## config.mk

```make
export PLATFORM = sky130hd
export DESIGN_NAME = bus_decoder
export DESIGN_NICKNAME = d
export VERILOG_FILES = /design/src/verilog/femto_pkg.sv /design/src/verilog/bus_decoder.sv
export SDC_FILE = /design/constraint.sdc
export NUM_CORES = 1
export LEC_CHECK = 0
export BUFFER_PORTS_ARGS = -buffer_cell sky130_fd_sc_hd__buf_4
export CAP_MARGIN = 15
export CORE_AREA = 2 2 125 127
export DETAILED_ROUTE_END_ITERATION = 16
export DIE_AREA = 0 0 127 129
export PLACE_DENSITY = 0.41
export SETUP_SLACK_MARGIN = 0.15
export SLEW_MARGIN = 20
export SYNTH_ARGS = -nofsm -noshare
export SYNTH_HDL_FRONTEND = slang
export SYNTH_SLANG_ARGS = --single-unit
```

## constraint.sdc

```tcl
create_clock -name clk -period 4.7 [get_ports clk]
set_clock_uncertainty 0.2 [all_clocks]
set_input_delay 0.705 -clock clk [delete_from_list [all_inputs] [get_ports clk]]
set_output_delay 0.705 -clock clk [all_outputs]
set_load 0.03 [all_outputs]
```

## src/verilog/femto_pkg.sv

```systemverilog
package femto_pkg;

    localparam int XLEN      = 32;
    localparam int BUS_WIDTH = 32;
    localparam int SEL_WIDTH = BUS_WIDTH / 8;

    // a target matches when (adr & mask) == base
    localparam logic [XLEN-1:0] TCM_ADDR      = 32'h0000_0000;
    localparam logic [XLEN-1:0] TCM_SEL_MASK  = 32'hffff_f000;
    localparam logic [XLEN-1:0] GPIO_ADDR     = 32'h1000_0000;
    localparam logic [XLEN-1:0] GPIO_SEL_MASK = 32'hffff_fff0;

    // tcm geometry in words
    localparam int TCM_WORDS = 1024;
    localparam int TCM_AW    = $clog2(TCM_WORDS);

    localparam int GPIO_WIDTH = 16;

    // gpio register byte offsets
    localparam logic [3:0] GPIO_REG_OUT = 4'h0;
    localparam logic [3:0] GPIO_REG_DIR = 4'h4;
    localparam logic [3:0] GPIO_REG_IN  = 4'h8;

    // tcm arbiter owner encoding
    localparam logic [1:0] ARB_IDLE = 2'd0;
    localparam logic [1:0] ARB_IBUS = 2'd1;
    localparam logic [1:0] ARB_DBUS = 2'd2;

    // wishbone classic, master to slave
    typedef struct packed {
        logic                 cyc;
        logic                 stb;
        logic                 we;
        logic [SEL_WIDTH-1:0] sel;
        logic [XLEN-1:0]      adr;
        logic [BUS_WIDTH-1:0] dat;
    } wb_req_t;

    // slave to master
    typedef struct packed {
        logic                 ack;
        logic                 err;
        logic [BUS_WIDTH-1:0] dat;
    } wb_rsp_t;

endpackage

```

## src/verilog/bus_decoder.sv

```systemverilog
module bus_decoder #(
    parameter bit GPIO_EN = 1'b1
) (
    input  logic               clk,
    input  logic               rstn,
    input  femto_pkg::wb_req_t mreq,
    output femto_pkg::wb_rsp_t mrsp,
    output femto_pkg::wb_req_t tcm_req,
    input  femto_pkg::wb_rsp_t tcm_rsp,
    output femto_pkg::wb_req_t gpio_req,
    input  femto_pkg::wb_rsp_t gpio_rsp
);
    import femto_pkg::*;

    logic tcm_sel;
    logic gpio_sel;
    logic miss;
    logic err_q;

    assign tcm_sel  = (mreq.adr & TCM_SEL_MASK) == TCM_ADDR;
    // instruction side never decodes the gpio window
    assign gpio_sel = GPIO_EN && ((mreq.adr & GPIO_SEL_MASK) == GPIO_ADDR);
    assign miss     = !tcm_sel && !gpio_sel;

    // payload goes everywhere, strobes only to the match
    always_comb begin
        tcm_req      = mreq;
        tcm_req.cyc  = mreq.cyc & tcm_sel;
        tcm_req.stb  = mreq.stb & tcm_sel;
        gpio_req     = mreq;
        gpio_req.cyc = mreq.cyc & gpio_sel;
        gpio_req.stb = mreq.stb & gpio_sel;
    end

    // one-cycle error for an unmapped address
    always_ff @(posedge clk) begin
        if (!rstn) begin
            err_q <= 1'b0;
        end else begin
            err_q <= mreq.cyc & mreq.stb & miss & !err_q;
        end
    end

    // address is held until the response, so route on the live match
    always_comb begin
        mrsp = '0;
        if (tcm_sel) begin
            mrsp = tcm_rsp;
        end else if (gpio_sel) begin
            mrsp = gpio_rsp;
        end
        mrsp.err = mrsp.err | err_q;
    end

    // a pending error never overlaps a forwarded strobe
    a_one_target: assert property (@(posedge clk) disable iff (!rstn)
        $onehot0({tcm_req.stb, gpio_req.stb, err_q}));

endmodule

```

==> results.ini <==
[power_and_ir_drop]
swShare_pct = 47.9
p_clk_share_pct = 0
pwr-share-comb_pct = 95.4
power.leakage_nw = 1.14
vdd_drop_max_mv = 0.0371
total_power_mw = 0.201
switchingPower_mw = 0.0963
p_int_mw = 0.105
seqPwrFrac_pct = 4.6
pwr_density_cell_nw_per_um2 = 85.3

[global_route]
use_met1_pct = 6.28
grt_usage_pct = 6.75
grt.busiest_layer = met2
antenna_found_initial = 0
met2_usage_pct = 14.6
grt_pass1_wl_um = 8840
grt_pass1_vias = 1721
grt_max_degree = 41
gr-total-overflow = 0
grt_util_met3_pct = 0.748

[synth]
ys_types = 19
syn_nets = 414
netlist_instances = 273
yosys.area.top_type_share_pct = 59.1
async_reset_ff_share_pct = 0
ys_seq_elements = 1
synth_edf_count = 0
synth_area_sq_um = 1750
synth-warning-count = 0
synth_top_flop_cell = dfxtp_1
yosysSeqAreaShare_pct = 1.14
syn_avg_cell_area_sq_um = 6.42
synth_area_leaders = buf_4 (59%), nor2b_1 (13%), a21oi_1 (9.7%)
synth_area_leader_cell = buf_4

[status]
status = complete, no violations

[clock_network]
postCtsHoldBufs = 0
cts_setup_buffers = 0
cts_resized = 0
clkLatencyLatePin_ps = 0
cts.reportedPaths.clkPinSlew_ps = 0

[sta]
finalSetupTns_ps = 0
setup_viol = 0
worst_slew_pin_slew_ps = 460
finalCritPeriodShare_pct = 73.8
slew_headroom_pct = 69.3
grt_setup_unrepaired = false
hold_viol = 0
timing.fmax_ghz = 0.288
finalMaxSlewViolations = 0
min_period_ps = 3470

[worst_setup_path]
crit_type = input port to output pin
endpoint_kind = output pin
worst-path-max-fanout = 39
start_kind = input port
worstPathRequired_ps = 3800
cp_data_arrival_time_ps = 2560

[layout]
layout-drive-gt1-share_pct = 61.5
num-fill-cells = 1728
finalInstanceArea_sq_um = 2360
largest_reg_flops = 1
fin_nets = 460
final_common_cell = buf_4
num_antenna_cells = 0
reg_top3 = err_q x1
final_cell_mix = buf_4 (193), nor2_1 (35), nor2b_1 (35)
regMostFlops = err_q
seq_area_sq_um = 20.0
final_util_pct = 15.7
syn2layout_area_growth_pct = 34.6
multi_input_area_sq_um = 627

[route]
ant_nets = 0
drtIter0Drc = 29
avgViaCountPerCell = 3.49
routed_wl_um = 6290
vias = 1763
drc = 0
routedWlPerCell_um = 12.5
drtPass1Iterations = 4

[place]
place_congestion = 0.704
hpwl_um = 5060
numPortBuffers = 193
dpl-instance-area_sq_um = 2360

[floorplan]
die_area_sq_um = 16400
pin_count = 317
die_w_um = 127
rows = 45
core_area_sq_um = 15000
start_util_pct = 11.7
die_h_um = 129

[min_path]
hp-class = flop to flop

[run]
maxCapViolCount = 0

-- worst paths after layout --
path | start | end | depth (start not counted) | slack (ps)
setup / recovery | mreq[48] | gpio_req[70] | 6 | 1230
hold / removal | err_q$_SDFF_PN0_ | err_q$_SDFF_PN0_ | 2 | 310
setup reg to reg | err_q$_SDFF_PN0_ | err_q$_SDFF_PN0_ | 2 | 3820
hold reg to reg | err_q$_SDFF_PN0_ | err_q$_SDFF_PN0_ | 2 | 310
-- metrics by stage --
stage	setup WS [ps]	std cells	hold slack, ps
3_3_place_gp	1160	505	315
5_1_grt	1060	505	365
4_1_cts	1140	505	317
3_5_place_dp	1150	505	317
6_report	1230	505	314
2_1_floorplan	1410	273	275
-- layout make-up --
type,count,area share (%)
repair buffers,194,62.3
multi-input cells,120,26.6
well taps,188,9.97
flip-flops and latches,1,0.849
inverters,2,0.318
-- metal layers --
metal	wire length, um	vias up
li1	-	815
met1	1950	770
met2	3450	147
met3	635	31
met4	261	0
met5	0	-
-- kinds of logic after synthesis --
family	share of synthesized area (%)
AND/OR/NAND/NOR	25.2
AO/OA/AOI/OAI	10.6
flip-flops	1.14
buffers and inverters	63.1
-- power by group through the flow --
stage / clock network, mW / logic (mW) / registers (mW)
after floorplan: 0 / 0.245 / 0.00913
after CTS: 0 / 0.194 / 0.00922
after global routing: 0 / 0.204 / 0.00929
after detailed placement: 0 / 0.194 / 0.00922
after global placement: 0 / 0.193 / 0.00923
final: 0 / 0.192 / 0.00922
-- critical path, stage by stage --
cell and delay (ps):
buf_4 120, nor4_1 440, nand4_1 140, or4_4 680
nor3b_1 270, buf_4 190
-- synthesized netlist by cell type (2+ instances only) --
library cell	number
nor3b_1	2
inv_1	2
nor2_1	35
buf_4	138
nor2b_1	35
clkbuf_1	8
a21oi_1	34
nor3_1	3
nor4_1	5
buf_6	2
No activity file was read; power rests on OpenSTA's default activity.
