==> src/verilog/femto_pkg.sv <==
package femto_pkg;

    localparam int XLEN      = 32;
    localparam int BUS_WIDTH = 32;
    localparam int SEL_WIDTH = BUS_WIDTH / 8;

    // a target matches when (adr & mask) == base
    localparam logic [XLEN-1:0] TCM_ADDR      = 32'h0000_0000;
    localparam logic [XLEN-1:0] TCM_SEL_MASK  = 32'hffff_f000;
    localparam logic [XLEN-1:0] GPIO_ADDR     = 32'h1000_0000;
    localparam logic [XLEN-1:0] GPIO_SEL_MASK = 32'hffff_fff0;

    // tcm geometry in words
    localparam int TCM_WORDS = 1024;
    localparam int TCM_AW    = $clog2(TCM_WORDS);

    localparam int GPIO_WIDTH = 16;

    // gpio register byte offsets
    localparam logic [3:0] GPIO_REG_OUT = 4'h0;
    localparam logic [3:0] GPIO_REG_DIR = 4'h4;
    localparam logic [3:0] GPIO_REG_IN  = 4'h8;

    // tcm arbiter owner encoding
    localparam logic [1:0] ARB_IDLE = 2'd0;
    localparam logic [1:0] ARB_IBUS = 2'd1;
    localparam logic [1:0] ARB_DBUS = 2'd2;

    // wishbone classic, master to slave
    typedef struct packed {
        logic                 cyc;
        logic                 stb;
        logic                 we;
        logic [SEL_WIDTH-1:0] sel;
        logic [XLEN-1:0]      adr;
        logic [BUS_WIDTH-1:0] dat;
    } wb_req_t;

    // slave to master
    typedef struct packed {
        logic                 ack;
        logic                 err;
        logic [BUS_WIDTH-1:0] dat;
    } wb_rsp_t;

endpackage

==> src/verilog/gpio_controller.sv <==
module gpio_controller (
    input  logic                               clk,
    input  logic                               rstn,
    input  femto_pkg::wb_req_t                 req,
    output femto_pkg::wb_rsp_t                 rsp,
    input  logic [femto_pkg::GPIO_WIDTH-1:0]   gpio_i,
    output logic [femto_pkg::GPIO_WIDTH-1:0]   gpio_o,
    output logic [femto_pkg::GPIO_WIDTH-1:0]   gpio_oe
);
    import femto_pkg::*;

    logic [GPIO_WIDTH-1:0] out_q;
    logic [GPIO_WIDTH-1:0] dir_q;
    logic [GPIO_WIDTH-1:0] in_meta;
    logic [GPIO_WIDTH-1:0] in_sync;
    logic [3:0]            reg_off;
    logic                  access;
    logic                  wr;
    logic                  ack_q;
    logic [BUS_WIDTH-1:0]  rdat;
    logic [BUS_WIDTH-1:0]  rdat_q;

    function automatic logic [GPIO_WIDTH-1:0] lane_merge(
        input logic [GPIO_WIDTH-1:0] cur,
        input logic [BUS_WIDTH-1:0]  wdat,
        input logic [SEL_WIDTH-1:0]  sel
    );
        logic [GPIO_WIDTH-1:0] res;
        res = cur;
        for (int b = 0; b < GPIO_WIDTH / 8; b++) begin
            if (sel[b]) begin
                res[8*b +: 8] = wdat[8*b +: 8];
            end
        end
        return res;
    endfunction

    assign reg_off = req.adr[3:0];
    assign access  = req.cyc & req.stb & !ack_q;
    assign wr      = access & req.we;

    always_ff @(posedge clk) begin
        if (!rstn) begin
            out_q   <= '0;
            dir_q   <= '0;
            in_meta <= '0;
            in_sync <= '0;
            ack_q   <= 1'b0;
        end else begin
            ack_q   <= access;
            // two-flop input sync
            in_meta <= gpio_i;
            in_sync <= in_meta;
            if (wr && reg_off == GPIO_REG_OUT) begin
                out_q <= lane_merge(out_q, req.dat, req.sel);
            end
            if (wr && reg_off == GPIO_REG_DIR) begin
                dir_q <= lane_merge(dir_q, req.dat, req.sel);
            end
        end
    end

    // unused offsets read zero
    always_comb begin
        rdat = '0;
        case (reg_off)
            GPIO_REG_OUT: rdat[GPIO_WIDTH-1:0] = out_q;
            GPIO_REG_DIR: rdat[GPIO_WIDTH-1:0] = dir_q;
            GPIO_REG_IN:  rdat[GPIO_WIDTH-1:0] = in_sync;
            default:      rdat = '0;
        endcase
    end

    always_ff @(posedge clk) begin
        if (access) begin
            rdat_q <= rdat;
        end
    end

    assign rsp     = '{ack: ack_q, err: 1'b0, dat: rdat_q};
    assign gpio_o  = out_q & dir_q;
    assign gpio_oe = dir_q;

endmodule

==> config.mk <==
export PLATFORM = sky130hd
export DESIGN_NAME = gpio_controller
export DESIGN_NICKNAME = d
export VERILOG_FILES = /design/src/verilog/femto_pkg.sv /design/src/verilog/gpio_controller.sv
export SDC_FILE = /design/constraint.sdc
export NUM_CORES = 1
export LEC_CHECK = 0
export BUFFER_PORTS_ARGS = -buffer_cell sky130_fd_sc_hd__buf_2
export CORE_AREA = 8 8 117 109
export DETAILED_ROUTE_END_ITERATION = 10
export DIE_AREA = 0 0 125 117
export PLACE_DENSITY = 0.55
export REMOVE_ABC_BUFFERS = 1
export SETUP_SLACK_MARGIN = 0.1
export SYNTH_ARGS = -nofsm -noshare
export SYNTH_HDL_FRONTEND = slang
export SYNTH_SLANG_ARGS = --single-unit
export TNS_END_PERCENT = 1
==> constraint.sdc <==
create_clock -name clk -period 4 [get_ports clk]
set_clock_uncertainty 0.2 [all_clocks]
set_input_delay 0.4 -clock clk [delete_from_list [all_inputs] [get_ports clk]]
set_output_delay 0.4 -clock clk [all_outputs]
set_load 0.02 [all_outputs]
==> run metrics <==
Post-synth EDFFs=16; io pins=155; CTS resizes=0; Inserted Diodes=0; Design Power=1.74 mW; CP startpoint kind=input pin; Setup WS post-layout=2170 ps; met3 Use GR=3.94%; Async SR Flop Fraction=0%; Seq/Total Area, Yosys=56.6%; DRT antenna net count=0; Tmin final=1830 ps; starting density of the core=28.8%; drt drc=0; warnings from Yosys=0; Peak VDD IR=0.145 mV; Setup TNS=0 ps; max cap viols=0; Clock Tree Buf Depth=2; hold buffer count at CTS=0; routability cong.=0.749; cells after synthesis=284; worst reg2reg path endpoint=rdat_q[15]; FF-to-FF path depth=1; WS Path Type=in2reg; global routing's busiest layer=met2; status=completed; dpl ws=1750 ps; port bufs=91; Reg area=1780 µm²; final hold violation count=0; met2 Use GR=17.8%; r2r setup slk=2290 ps; H-tree depth=3; Worst EP arrival=1820 ps; main flop type after synthesis=dfxtp_1; CP bufs+invs=2; Die H=117 µm; Mean Syn Cell Area=11.1 µm²; pin count of the biggest net entering global routing=78; P&R area growth vs syn=25.9%; Yosys top cell area share=41.3%; Routed WL=7730 µm; initial antenna violation count=1; via count=2219; R2R Path Start=ack_q; GR met1 Demand/Resource=12.1%; Achievable Freq=547 MHz; Critical Path Source=req[33]; worst path required time=3990 ps; maximum fanout along the worst path=16; initial DRC count=203; hold slack=71.0 ps; DR vias/cell=4.31; TritonRoute pass-1 iters=7; Num CTS Buffers=9; die width=125 µm; hpwl dp=5340 µm; commonest non-fill, non-tap cells in the layout=buf_2, dfxtp_1, and2_1, nand2_1, mux2i_1; final core occ=36.3%; P_leak=1.99 nW; end of the critical path=rdat_q[2]; first-pass GRT wire length=12100 µm; share of post-route cells with drive strength above 1=30.9%; Slowest-stage cell, CP=nor4b_4; Final Cycle Share=45.7%; post-synthesis cell type count=18; PwrDens=438 nW/µm²; RSZ-0062 raised after global routing=no; Finished Layout Cells=515; cell area after layout=3960 µm²; most common cell after layout, fill and taps aside=buf_2; vias in the first global route=2360; Synth Cell Area=3150 µm²; die area=14600 µm²; clk_lat worst skew=330 ps; dpl cell area=3680 µm²; routed len/inst=15.0 µm; root buffer cell=clkbuf_16; dominant cell type by area after synthesis=dfxtp_1; TritonCTS clock tree=built; core area=10900 µm²; area occupied by multi-input gates=1190 µm²; # rows=37; Worst path depth=4; GRT Total Usage=10.7%; delay of the slowest cell on the worst path=900 ps; crit-path cells=buf_2, nor4b_4, a222oi_1, inv_1; Slew HR=21.4%; Final nets=463; CP top delay family=simple AND/OR/NAND/NOR gates; Clock transition at path regs=60 ps; worst slew pin tran=1180 ps; Hold WC Path Type=in2reg; total grt overflow=0; setup violators final=0; top post-synthesis cells by area=dfxtp_1, edfxtp_1, mux2i_1, and2_1, nand2_1; DP Cell Count=499; fillers=1139; CP endpoint kind=flip-flop; post-CTS setup repair buffer count=0; Max Slew Vio Count=0; clk sink count=81; Yosys reg bits=81
-- cells in the mapped netlist (3+ instances only) --
| master | n |
|---|---|
| mux2i_1 | 32 |
| buf_2 | 3 |
| a222oi_1 | 16 |
| dfxtp_1 | 65 |
| nand2_1 | 49 |
| clkbuf_1 | 9 |
| and2_1 | 49 |
| edfxtp_1 | 16 |
| nand3_4 | 4 |
| inv_1 | 16 |
| buf_4 | 18 |
-- metal layers --
metal	wire length (µm)	vias to the layer above
met5	12	-
met4	132	2
met3	547	13
met2	3730	82
met1	3310	1024
li1	-	1098
-- area by class of cell --
type                       count  share of cell area, %
inverter                      16                   1.52
tap                          136                   4.29
clock inverter                 4                  0.694
clock buffer                  12                   6.47
multi-input combinational    172                   30.0
timing repair buffer          94                   12.1
sequential                    81                   44.9
-- state kept, by name, indices dropped and copies added (netlist names) --
signal   flops
ack_q        1
gpio_oe     16
in_meta     16
in_sync     16
out_q       16
rdat_q      16
-- worst min-delay path by stage --
stage,endpoint,slack (ps),cells after the start,start
floorplan,in_sync[0],210,1,in_meta[0]
CTS,in_meta[8],60,2,gpio_i[8]
global placement,in_sync[7],220,1,in_meta[7]
finish,in_meta[8],70,2,gpio_i[8]
global route,in_meta[8],70,2,gpio_i[8]
detailed placement,in_sync[2],220,1,in_meta[2]
-- where the power goes --
group | internal (mW) | switching [mW] | total (mW) | leakage (nW)
Combinational | 0.0357 | 0.0702 | 0.106 | 1.19
Clock | 0.453 | 0.316 | 0.769 | 0.131
Sequential | 0.855 | 0.00619 | 0.862 | 0.671
Total | 1.34 | 0.392 | 1.74 | 1.99
-- cell families (layout without fill, tap and decap cells) --
kind of cell | after synthesis | in the layout | synth area share (%)
AND/OR/NAND/NOR | 107 | 107 | 20.2
multiplexers | 32 | 32 | 10.2
other | 1 | 17 | 0.119
buffers and inverters | 47 | 126 | 7.87
AO/OA/AOI/OAI | 16 | 16 | 5.09
flip-flops | 81 | 81 | 56.6
(Power assumes the default switching activity.)
