===== config.mk =====
export PLATFORM = sky130hd
export DESIGN_NAME = bus_arbiter
export DESIGN_NICKNAME = d
export VERILOG_FILES = /design/src/verilog/femto_pkg.sv /design/src/verilog/bus_arbiter.sv
export SDC_FILE = /design/constraint.sdc
export NUM_CORES = 1
export LEC_CHECK = 0
export BUFFER_PORTS_ARGS = -buffer_cell sky130_fd_sc_hd__buf_2
export CORE_AREA = 10 10 115 117
export CTS_CLUSTER_SIZE = 14
export DETAILED_ROUTE_END_ITERATION = 7
export DIE_AREA = 0 0 125 127
export GPL_TIMING_DRIVEN = 1
export PLACE_DENSITY = 0.61
export SLEW_MARGIN = 20
export SYNTH_ARGS = -nofsm -noshare
export SYNTH_HDL_FRONTEND = slang
export SYNTH_SLANG_ARGS = --single-unit

===== constraint.sdc =====
create_clock -name clk -period 1.2 [get_ports clk]
set_input_delay 0.18 -clock clk [delete_from_list [all_inputs] [get_ports clk]]
set_output_delay 0.18 -clock clk [all_outputs]
set_load 0.1 [all_outputs]

===== src/verilog/femto_pkg.sv =====
package femto_pkg;

    localparam int XLEN      = 32;
    localparam int BUS_WIDTH = 32;
    localparam int SEL_WIDTH = BUS_WIDTH / 8;

    // a target matches when (adr & mask) == base
    localparam logic [XLEN-1:0] TCM_ADDR      = 32'h0000_0000;
    localparam logic [XLEN-1:0] TCM_SEL_MASK  = 32'hffff_f000;
    localparam logic [XLEN-1:0] GPIO_ADDR     = 32'h1000_0000;
    localparam logic [XLEN-1:0] GPIO_SEL_MASK = 32'hffff_fff0;

    // tcm geometry in words
    localparam int TCM_WORDS = 1024;
    localparam int TCM_AW    = $clog2(TCM_WORDS);

    localparam int GPIO_WIDTH = 16;

    // gpio register byte offsets
    localparam logic [3:0] GPIO_REG_OUT = 4'h0;
    localparam logic [3:0] GPIO_REG_DIR = 4'h4;
    localparam logic [3:0] GPIO_REG_IN  = 4'h8;

    // tcm arbiter owner encoding
    localparam logic [1:0] ARB_IDLE = 2'd0;
    localparam logic [1:0] ARB_IBUS = 2'd1;
    localparam logic [1:0] ARB_DBUS = 2'd2;

    // wishbone classic, master to slave
    typedef struct packed {
        logic                 cyc;
        logic                 stb;
        logic                 we;
        logic [SEL_WIDTH-1:0] sel;
        logic [XLEN-1:0]      adr;
        logic [BUS_WIDTH-1:0] dat;
    } wb_req_t;

    // slave to master
    typedef struct packed {
        logic                 ack;
        logic                 err;
        logic [BUS_WIDTH-1:0] dat;
    } wb_rsp_t;

endpackage


===== src/verilog/bus_arbiter.sv =====
module bus_arbiter (
    input  logic               clk,
    input  logic               rstn,
    input  femto_pkg::wb_req_t ireq,
    output femto_pkg::wb_rsp_t irsp,
    input  femto_pkg::wb_req_t dreq,
    output femto_pkg::wb_rsp_t drsp,
    output femto_pkg::wb_req_t sreq,
    input  femto_pkg::wb_rsp_t srsp
);
    import femto_pkg::*;

    logic [1:0] state;
    logic [1:0] state_nxt;
    logic [1:0] grant;
    logic       done;

    assign done = srsp.ack | srsp.err;

    // combinational grant keeps an uncontested access at one cycle
    always_comb begin
        case (state)
            ARB_IBUS: begin
                if (ireq.stb) begin
                    grant = ARB_IBUS;
                end else if (dreq.stb) begin
                    grant = ARB_DBUS;
                end else begin
                    grant = ARB_IDLE;
                end
            end
            // idle and data owner both look at data first
            default: begin
                if (dreq.stb) begin
                    grant = ARB_DBUS;
                end else if (ireq.stb) begin
                    grant = ARB_IBUS;
                end else begin
                    grant = ARB_IDLE;
                end
            end
        endcase
    end

    // hand over on completion when the other side is waiting
    always_comb begin
        state_nxt = grant;
        if (done) begin
            if (grant == ARB_IBUS && dreq.stb) begin
                state_nxt = ARB_DBUS;
            end else if (grant == ARB_DBUS && ireq.stb) begin
                state_nxt = ARB_IBUS;
            end
        end
    end

    always_ff @(posedge clk) begin
        if (!rstn) begin
            state <= ARB_IDLE;
        end else begin
            state <= state_nxt;
        end
    end

    // loser sees nothing, which holds it off
    always_comb begin
        sreq     = '0;
        irsp     = '0;
        drsp     = '0;
        irsp.dat = srsp.dat;
        drsp.dat = srsp.dat;
        case (grant)
            ARB_IBUS: begin
                sreq = ireq;
                irsp = srsp;
            end
            ARB_DBUS: begin
                sreq = dreq;
                drsp = srsp;
            end
            default: begin
                sreq = '0;
            end
        endcase
    end

    // an ack only answers a strobe that was already pending
    a_ack_owner: assert property (@(posedge clk) disable iff (!rstn)
        (irsp.ack |-> $past(ireq.stb)) and (drsp.ack |-> $past(dreq.stb)));

    // each ack lands on the registered owner, so the two never overlap
    a_single_ack: assert property (@(posedge clk) disable iff (!rstn)
        (irsp.ack |-> state == ARB_IBUS) and (drsp.ack |-> state == ARB_DBUS));

endmodule


==> results of run 1 <==
## power groups by stage
| stage | Sequential [W] | Combinational (W) | Clock [W] |
|---|---|---|---|
| 2_1_floorplan | 0.0000750 | 0.00327 | 0 |
| 3_3_place_gp | 0.0000753 | 0.00357 | 0 |
| 3_5_place_dp | 0.0000756 | 0.00360 | 0 |
| 4_1_cts | 0.0000748 | 0.00366 | 0.000513 |
| 5_1_grt | 0.0000750 | 0.00379 | 0.000521 |
| 6_report | 0.0000749 | 0.00369 | 0.000505 |
## stage by stage
stage,setup TNS (ns),utilization,worst slack (ns),cells
floorplan,-16.89,-,-0.2443,166
global placement,-17.09,0.3495,-0.2547,458
detailed placement,-19.05,0.3495,-0.2778,458
CTS,-34.58,0.3644,-0.4993,466
global route,-38.22,0.3764,-0.5470,471
finish,-33.96,0.3764,-0.4806,471
## routing by layer
layer | up-vias | routed length (um) | global-route usage
li1 | 892 | - | -
met1 | 865 | 3374 | 0.1107
met2 | 153 | 4995 | 0.1888
met3 | 29 | 1061 | 0.04467
met4 | 0 | 244 | 0.03794
met5 | - | 0 | 0
## tightest hold or removal path: cells and delay by family
kind                   cells  cell delay [ns]
and+or+nand+nor            1             0.05
buffers and inverters      1             0.10
AOI/OAI and AO/OA          1             0.03
## layout by cell type (no fill, tap or decap), types with 2 or more instances in the layout
| cell type | count |
|---|---|
| buf_2 | 146 |
| and2_4 | 3 |
| a22o_4 | 70 |
| buf_12 | 77 |
| and3_4 | 2 |
| clkbuf_16 | 7 |
| buf_16 | 4 |
| buf_4 | 6 |
## cell families (layout without fill, tap and decap cells)
kind of cell,Yosys count,after routing
simple gates,10,10
flops,2,2
compound gates,73,73
buf+inv,80,242
xor+xnor,1,1
## timing repair
| item | 4_1_cts | 5_1_grt |
|---|---|---|
| cloned | 2 | 5 |
| buffers inserted | 3 | 0 |
| resized for setup | 2 | 4 |
| endpoints found under the setup margin | 74 | 74 |
## cell usage after synthesis, drive strengths merged
cell	count
nor2	1
a22o	70
inv	1
o211a	1
or2	1
a21oi	2
nand2	1
buf	79
and2	3
and3	2
xnor2	1
nand3b	1
nand2b	1
dfxtp	2
## how the worst max path moves through the flow
stage,from,end,slack (ns),cells past startpoint
2_1_floorplan,state[1]$_SDFF_PN0_,irsp[32],-0.24,4
5_1_grt,state[1]$_SDFF_PN0_,sreq[41],-0.55,6
3_3_place_gp,state[1]$_SDFF_PN0_,sreq[55],-0.25,5
6_report,state[1]$_SDFF_PN0_,irsp[32],-0.48,6
4_1_cts,state[1]$_SDFF_PN0_,sreq[62],-0.50,6
3_5_place_dp,state[1]$_SDFF_PN0_,sreq[38],-0.28,5
## cell type report
class	count	area (um^2)
timing repair buffer	238	2539
clock buffer	3	75.07
sequential	2	41.29
inverter	1	3.754
tap	143	178.9
fill	1057	6938
multi-input combinational	84	1350
==> flow_summary.toml, run 1 <==
[status]
status = "complete, but fails checks"
violations = "negative setup slack"

[yosys]
yosysTopAreaCellShare = 0.4340
netlist.top_cell.by_area = "a22o_1"
synth.area.mux_share = 0
yosys.area_share.simple = 0.04694
synth_seq_area_share = 0.02834
syn_inst = 166
synth_top_family_by_area = "buffers and inverters"
ys_ff_latch = 2
synth_fa_ha_area_frac = 0
synth_area_leaders = "a22o_1 43%, buf_4 34%, buf_6 12%, dfxtp_1 2.8%, and2_1 1.3%"
synth_area_um2 = 1413
syn_avg_cell_area_um2 = 8.510
ys_types = 16
synth-compound-area-share = 0.4562
yosysWarnings = 0
synth-xor-area-share = 0.006200
syn-num-nets = 344

[global_routing]
grt_max_degree = 35
grt_pass1_vias = 2308
grt_overflow = 0
grt_pass1_wl_um = 13790
track_usage = 0.1064
antenna_found_initial = 1

[timing]
drv_slew = 0
max_clock_freq_mhz = 595.0
setup_viol = 74
whs_ns = 0.1937
rsz0062_at_grt = "true"
finalCritPeriodShare = 1.401
fin_crit_ns = 1.681
hold_violations = 0
setup_ws_ns = -0.4806
skew_ns = 0.001619
relSlewSlack = 0.6725
tightest_slew_ns = 0.4946

[setup_path]
worstReg2RegEnd = "state[1]$_SDFF_PN0_"
cpPeakStageDelay_ns = 0.30
cp.required_ns = 1.02
path_delay_family = "buffers and inverters"
cp-start-kind = "flip-flop"
r2r_cells = 4
reg2reg_slack_ns = 0.17
timing.rr.start = "state[1]$_SDFF_PN0_"
critPathSlowestCell = "dfxtp_1"
path_max_fanout = 8
path_buf_inv = 3
crit_path_cell_trace = "nand2b_4 > a21oi_4 > buf_4 > clkbuf_16 > and2_4 > buf_12"
path_class = "reg2out"
worstPathArrival_ns = 1.50
end_kind = "output pin"

[layout]
largest_reg_flops = 2
num_antenna_cells = 0
reg.largest.list = "state (2)"
fin_area_um2 = 4188
drive_gt1_frac = 0.9756
top_register = "state"
area_delta_synth_final_pct = 196.5
final_nets = 508

[min_path]
hold_start = "rstn"
worstHoldPathType = "in2reg"
holdPathEnd = "state[0]$_SDFF_PN0_"
min_delay_path_depth = 3

[power]
p_seq_frac = 0.018
peakVddDrop_mv = 0.4481
power.switching_w = 0.002287
power.density_nw_per_um2 = 1020
intPower_w = 0.001983
p_leak_nw = 2.081
clkPwrFrac = 0.118
combPwrFrac = 0.864
swShare = 0.5355
finalPower_w = 0.004270

[clock_tree]
htreeDepth = 1
clockBufferDepth = 2
cts.clk_slew.worst_paths_ns = 0.03
holdBufCountCts = 0
numCtsBuffers = 3
clock_latency_ns = 0.22
cts.sinks = 2
cts_root_buffer = "clkbuf_16"
cts_tree = "yes"

[die]
start_util = 0.1270
io-pin-count = 317
fp.coreArea_um2 = 11130
die_w_um = 125
rows = 39
fp.dieH_um = 127
die-area_um2 = 15880

[route]
via_per_inst = 4.117
drc = 0
ant_nets = 0
drt_pass1_iterations = 4
drt-initial-drc-count = 28
vias = 1939
wire_per_inst_um = 20.54
routed_wl_um = 9676

[place]
hpwl_um = 8077
gp_congestion = 0.7790
place_area_um2 = 3889
port_buffers = 220

[job]
maxCapViolations = 0
No activity file was read; power rests on OpenSTA's default activity.
==> inputs of run 2 (changes only) <==
==> constraint.sdc (replaced) <==
create_clock -name clk -period 1.2 [get_ports clk]
set_input_delay 0 -clock clk [delete_from_list [all_inputs] [get_ports clk]]
set_output_delay 0 -clock clk [all_outputs]
set_load 0.1 [all_outputs]
==> run 2 against run 1 <==
The flow still finishes with violations (negative setup slack). Global-route usage is 0.19 points higher. Total power about the same. Critical path depth stayed put. Sequential power about the same. Worst hold slack lost 0.19 ns. Highest routed layer unchanged. Wire length rose by 3.6%. Critical endpoint is now sreq[53]. Count of clock-buffer cells in the layout did not move.
==> flow_summary.toml, run 2 (synthesized netlist as in run 1, its figures left out) <==
[layout]
drive_gt1_frac = 0.9756
largest_reg_flops = 2
fill_cells = 1064
final_nets = 508
top_register = "state"
area_delta_synth_final_pct = 195.4
multi_input_area_um2 = 1343
regArea_um2 = 41.29
final_common_cell = "buf_2"
reg.largest.list = "state (2)"
num_antenna_cells = 0
fin_area_um2 = 4173
final_cell_mix = "146 x buf_2, 78 x buf_12, 70 x a22o_4"

[timing]
drv_slew = 0
rsz0062_at_grt = "true"
hold_violations = 0
whs_ns = 0.00004825
fin_crit_ns = 1.504
setup_viol = 74
finalCritPeriodShare = 1.254
max_clock_freq_mhz = 664.7
skew_ns = 0.002549
setup_ws_ns = -0.3045
relSlewSlack = 0.6722
tightest_slew_ns = 0.4951

[place]
place_area_um2 = 3889
gp_congestion = 0.7781
hpwl_um = 8171
port_buffers = 220
post-place-ws_ns = -0.1022

[die]
start_util = 0.1270
io-pin-count = 317
fp.dieH_um = 127
rows = 39
fp.coreArea_um2 = 11130
die_w_um = 125
die-area_um2 = 15880

[power]
clkPwrFrac = 0.118
combPwrFrac = 0.864
power.density_nw_per_um2 = 1024
p_seq_frac = 0.018
intPower_w = 0.001978
swShare = 0.5369
power.switching_w = 0.002293
peakVddDrop_mv = 0.4376
p_leak_nw = 2.079

[route]
vias = 1978
drc = 0
routed_wl_um = 10030
ant_nets = 0
drt_pass1_iterations = 3
drt-initial-drc-count = 38
wire_per_inst_um = 21.29
via_per_inst = 4.200

[status]
status = "complete, but fails checks"
violations = "negative setup slack"

[global_routing]
track_usage = 0.1083
grt_pass1_wl_um = 13990
grt_overflow = 0
grt_pass1_vias = 2332
antenna_found_initial = 1
grt_max_degree = 35

[clock_tree]
cts_root_buffer = "clkbuf_16"
cts.clk_slew.worst_paths_ns = 0.03
cts.sinks = 2
clock_latency_ns = 0.22
htreeDepth = 1
clockBufferDepth = 2
numCtsBuffers = 3
cts_tree = "yes"

[setup_path]
path_max_fanout = 8
cp.required_ns = 1.20
cpPeakStageDelay_ns = 0.30
end_kind = "output pin"
cp-start-kind = "flip-flop"
r2r_cells = 4
reg2reg_slack_ns = 0.18
critPathSlowestCell = "dfxtp_1"
crit_path_cell_trace = "nand2b_4 > a21oi_4 > buf_4 > clkbuf_16 > a22o_4 > buf_12"
worstPathArrival_ns = 1.50
worstReg2RegEnd = "state[1]$_SDFF_PN0_"
path_buf_inv = 3
timing.rr.start = "state[1]$_SDFF_PN0_"
cp_num_cells = 6
path_delay_family = "buffers and inverters"
path_class = "reg2out"

[job]
maxCapViolations = 0

[min_path]
worstHoldPathType = "in2out"
holdPathEnd = "drsp[5]"
min_delay_path_depth = 0
hold_start = "srsp[5]"
-- run 2: power by group through the flow --
| stage | Clock, W | Combinational, W | Sequential, W |
|---|---|---|---|
| after floorplan | 0 | 0.00327 | 0.0000750 |
| after global placement | 0 | 0.00357 | 0.0000753 |
| after detailed placement | 0 | 0.00360 | 0.0000756 |
| after CTS | 0.000510 | 0.00367 | 0.0000748 |
| after global routing | 0.000517 | 0.00380 | 0.0000751 |
| final | 0.000504 | 0.00369 | 0.0000751 |
-- run 2: repair_timing --
| action | in CTS | in global routing |
|---|---|---|
| buffers inserted | 3 | 0 |
| gates cloned | 2 | 5 |
| setup endpoints to repair | 74 | 74 |
| hold buffers | 0 | 0 |
| gates resized for setup | 2 | 1 |
-- run 2: worst max path at each step --
| stage | start | end | slack (ns) |
|---|---|---|---|
| 6_report | state[1]$_SDFF_PN0_ | sreq[53] | -0.30 |
| 5_1_grt | state[1]$_SDFF_PN0_ | sreq[44] | -0.36 |
| 4_1_cts | state[1]$_SDFF_PN0_ | sreq[34] | -0.32 |
| 3_5_place_dp | state[1]$_SDFF_PN0_ | sreq[38] | -0.10 |
| 3_3_place_gp | state[1]$_SDFF_PN0_ | sreq[55] | -0.07 |
| 2_1_floorplan | state[1]$_SDFF_PN0_ | irsp[32] | -0.06 |
-- run 2: area by class of cell --
cell class                      instances  share of cell area
Sequential cell                         2            0.009895
Timing Repair Buffer                  238              0.6066
Inverter                                1           0.0008996
Tap cell                              143             0.04288
Clock buffer                            3             0.01799
Multi-Input combinational cell         84              0.3217
-- run 2: through the flow --
step	total power [W]	instances	utilization	setup TNS (ns)
finish	0.004272	471	0.3751	-20.38
detailed placement	0.003680	458	0.3495	-6.324
CTS	0.004250	466	0.3644	-21.48
global route	0.004387	471	0.3751	-24.57
global placement	0.003648	458	0.3495	-4.150
floorplan	0.003344	166	-	-3.949
-- run 2: layer usage --
metal  GRT usage  vias up  routed length (um)
li1            -      895                   -
met1      0.1097      903                3519
met2      0.1978      151                5242
met3     0.04342       29                1019
met4     0.03794        0                 246
met5           0        -                   0
==> inputs of run 3 (changes only) <==
--- a/config.mk
+++ b/config.mk
@@ -5,6 +5,7 @@
 export SDC_FILE = /design/constraint.sdc
 export NUM_CORES = 1
 export LEC_CHECK = 0
+export ABC_AREA = 0
 export BUFFER_PORTS_ARGS = -buffer_cell sky130_fd_sc_hd__buf_2
 export CORE_AREA = 10 10 115 117
 export CTS_CLUSTER_SIZE = 14
==> constraint.sdc (replaced) <==
create_clock -name clk -period 1.2 [get_ports clk]
set_input_delay 0.24 -clock clk [delete_from_list [all_inputs] [get_ports clk]]
set_output_delay 0.24 -clock clk [all_outputs]
set_load 0.1 [all_outputs]
==> run 3 against run 2 <==
The run still ends with negative setup slack left. Core utilization decreased by 0.82 points. Final area decreased by 2.2%. Global-route usage down 0.30 points. Sequential power is 0.5% lower. First-iteration DRC count grew 50%. Flip-flop and latch count is the same. Non-clock buffer count down 3. Final cell count down 0.64%. Clock power decreased by 2%. Critical path type unchanged. Largest power group unchanged. Highest routed layer unchanged.
==> flow_summary.toml, run 3 (synthesized netlist as in run 1, its figures left out) <==
[status]
status = "complete, but fails checks"
violations = "negative setup slack"

[min_path]
holdPathEnd = "state[0]$_SDFF_PN0_"
worstHoldPathType = "in2reg"
hold_start = "rstn"
min_delay_path_depth = 3

[timing]
setup_ws_ns = -0.5221
hold_violations = 0
tightest_slew_ns = 0.2721
finalCritPeriodShare = 1.435
rsz0062_at_grt = "true"
skew_ns = 0.001937
finalSetupTns_ns = -36.83
fin_crit_ns = 1.722
setup_viol = 74
relSlewSlack = 0.8186
drv_slew = 0
max_clock_freq_mhz = 580.7

[setup_path]
r2r_cells = 5
path_class = "reg2out"
end_kind = "output pin"
path_max_fanout = 39
worstReg2RegEnd = "state[1]$_SDFF_PN0_"
cp-start-kind = "flip-flop"
worstPathArrival_ns = 1.48
reg2reg_slack_ns = 0.07
cp.required_ns = 0.96
timing.rr.start = "state[1]$_SDFF_PN0_"

[global_routing]
grt_max_degree = 40
grt_overflow = 0
grt_pass1_wl_um = 13560
antenna_found_initial = 1
grt_pass1_vias = 2297
track_usage = 0.1053

[die]
io-pin-count = 317
fp.coreArea_um2 = 11130
fp.dieH_um = 127
die-area_um2 = 15880
start_util = 0.1270
die_w_um = 125
rows = 39

[layout]
final_cell_mix = "145 x buf_2, 78 x buf_12, 70 x a22o_4"
top_register = "state"
drive_gt1_frac = 0.9754
num_antenna_cells = 0
fill_cells = 1083
stdcell_count = 468
multi_input_area_um2 = 1343
final_common_cell = "buf_2"
regArea_um2 = 41.29
reg.largest.list = "state (2)"
largest_reg_flops = 2
area_delta_synth_final_pct = 188.9
final_nets = 505

[route]
via_per_inst = 4.130
wire_per_inst_um = 20.32
ant_nets = 0
routed_wl_um = 9508
drt_pass1_iterations = 4
drt-initial-drc-count = 57
vias = 1933
drc = 0

[power]
peakVddDrop_mv = 0.4331
power.density_nw_per_um2 = 1030
p_leak_nw = 2.039

[clock_tree]
cts.sinks = 2
htreeDepth = 1
cts.clk_slew.worst_paths_ns = 0.03
cts_root_buffer = "clkbuf_16"
clockBufferDepth = 2
clock_latency_ns = 0.22
numCtsBuffers = 3
cts_tree = "yes"

[place]
post-place-ws_ns = -0.3464
dp_cells = 456
hpwl_um = 8159
port_buffers = 220
gp_congestion = 0.7678

[job]
maxCapViolations = 0
## run 3: power breakdown
group,internal (W),switching (W),total (W)
Combinational,0.00144,0.00219,0.00363
Sequential,0.0000718,0.00000294,0.0000747
Clock,0.000423,0.0000700,0.000493
## run 3: metrics by stage
stage                     total power [W]  cell area, um^2    util  hold WS [ns]
final                            0.004202             4081  0.3668        0.2595
after global routing             0.004320             4081  0.3668        0.2732
after CTS                        0.004203             3994  0.3590        0.2525
after detailed placement         0.003670             3874  0.3482        0.4793
after global placement           0.003643             3874  0.3482        0.4719
after floorplan                  0.003344             2038       -        0.3195
## run 3: critical path, cell delays in order (launching register included)
cell,delay [ns]
dfxtp_1,0.29
nand3b_1,0.16
and2_4,0.17
buf_12,0.19
a22o_4,0.25
buf_12,0.16
## run 3: per-layer routing
metal  wire, um  global-route usage  part of all wire
met5          0                   0                 0
met4        265             0.03862             0.028
met3       1132             0.05004              0.12
met2       4958              0.1947              0.52
met1       3151             0.09968              0.33
## run 3: how the worst max path moves through the flow
| stage | start | end | slack (ns) | cells past startpoint |
|---|---|---|---|---|
| after global routing | state[1]$_SDFF_PN0_ | sreq[1] | -0.58 | 6 |
| final | state[1]$_SDFF_PN0_ | sreq[43] | -0.52 | 5 |
| after CTS | state[1]$_SDFF_PN0_ | sreq[43] | -0.55 | 6 |
| after global placement | state[1]$_SDFF_PN0_ | sreq[68] | -0.33 | 5 |
| after detailed placement | state[1]$_SDFF_PN0_ | sreq[33] | -0.35 | 5 |
| after floorplan | state[1]$_SDFF_PN0_ | irsp[32] | -0.30 | 4 |
## run 3: layout make-up
type                    instances  share of cell area
flip-flops and latches          2             0.01012
clock buffers                   3             0.01839
inverters                       1           0.0009197
repair buffers                235              0.5978
multi-input cells              84              0.3289
well taps                     143             0.04384
## run 3: what timing repair did
item / in CTS / in global routing
buffers inserted: 2 / 3
hold buffers: 0 / 0
setup endpoints to repair: 75 / 74
gates cloned: 1 / 3
gates resized for setup: 2 / 1
pin swaps: 0 / 0
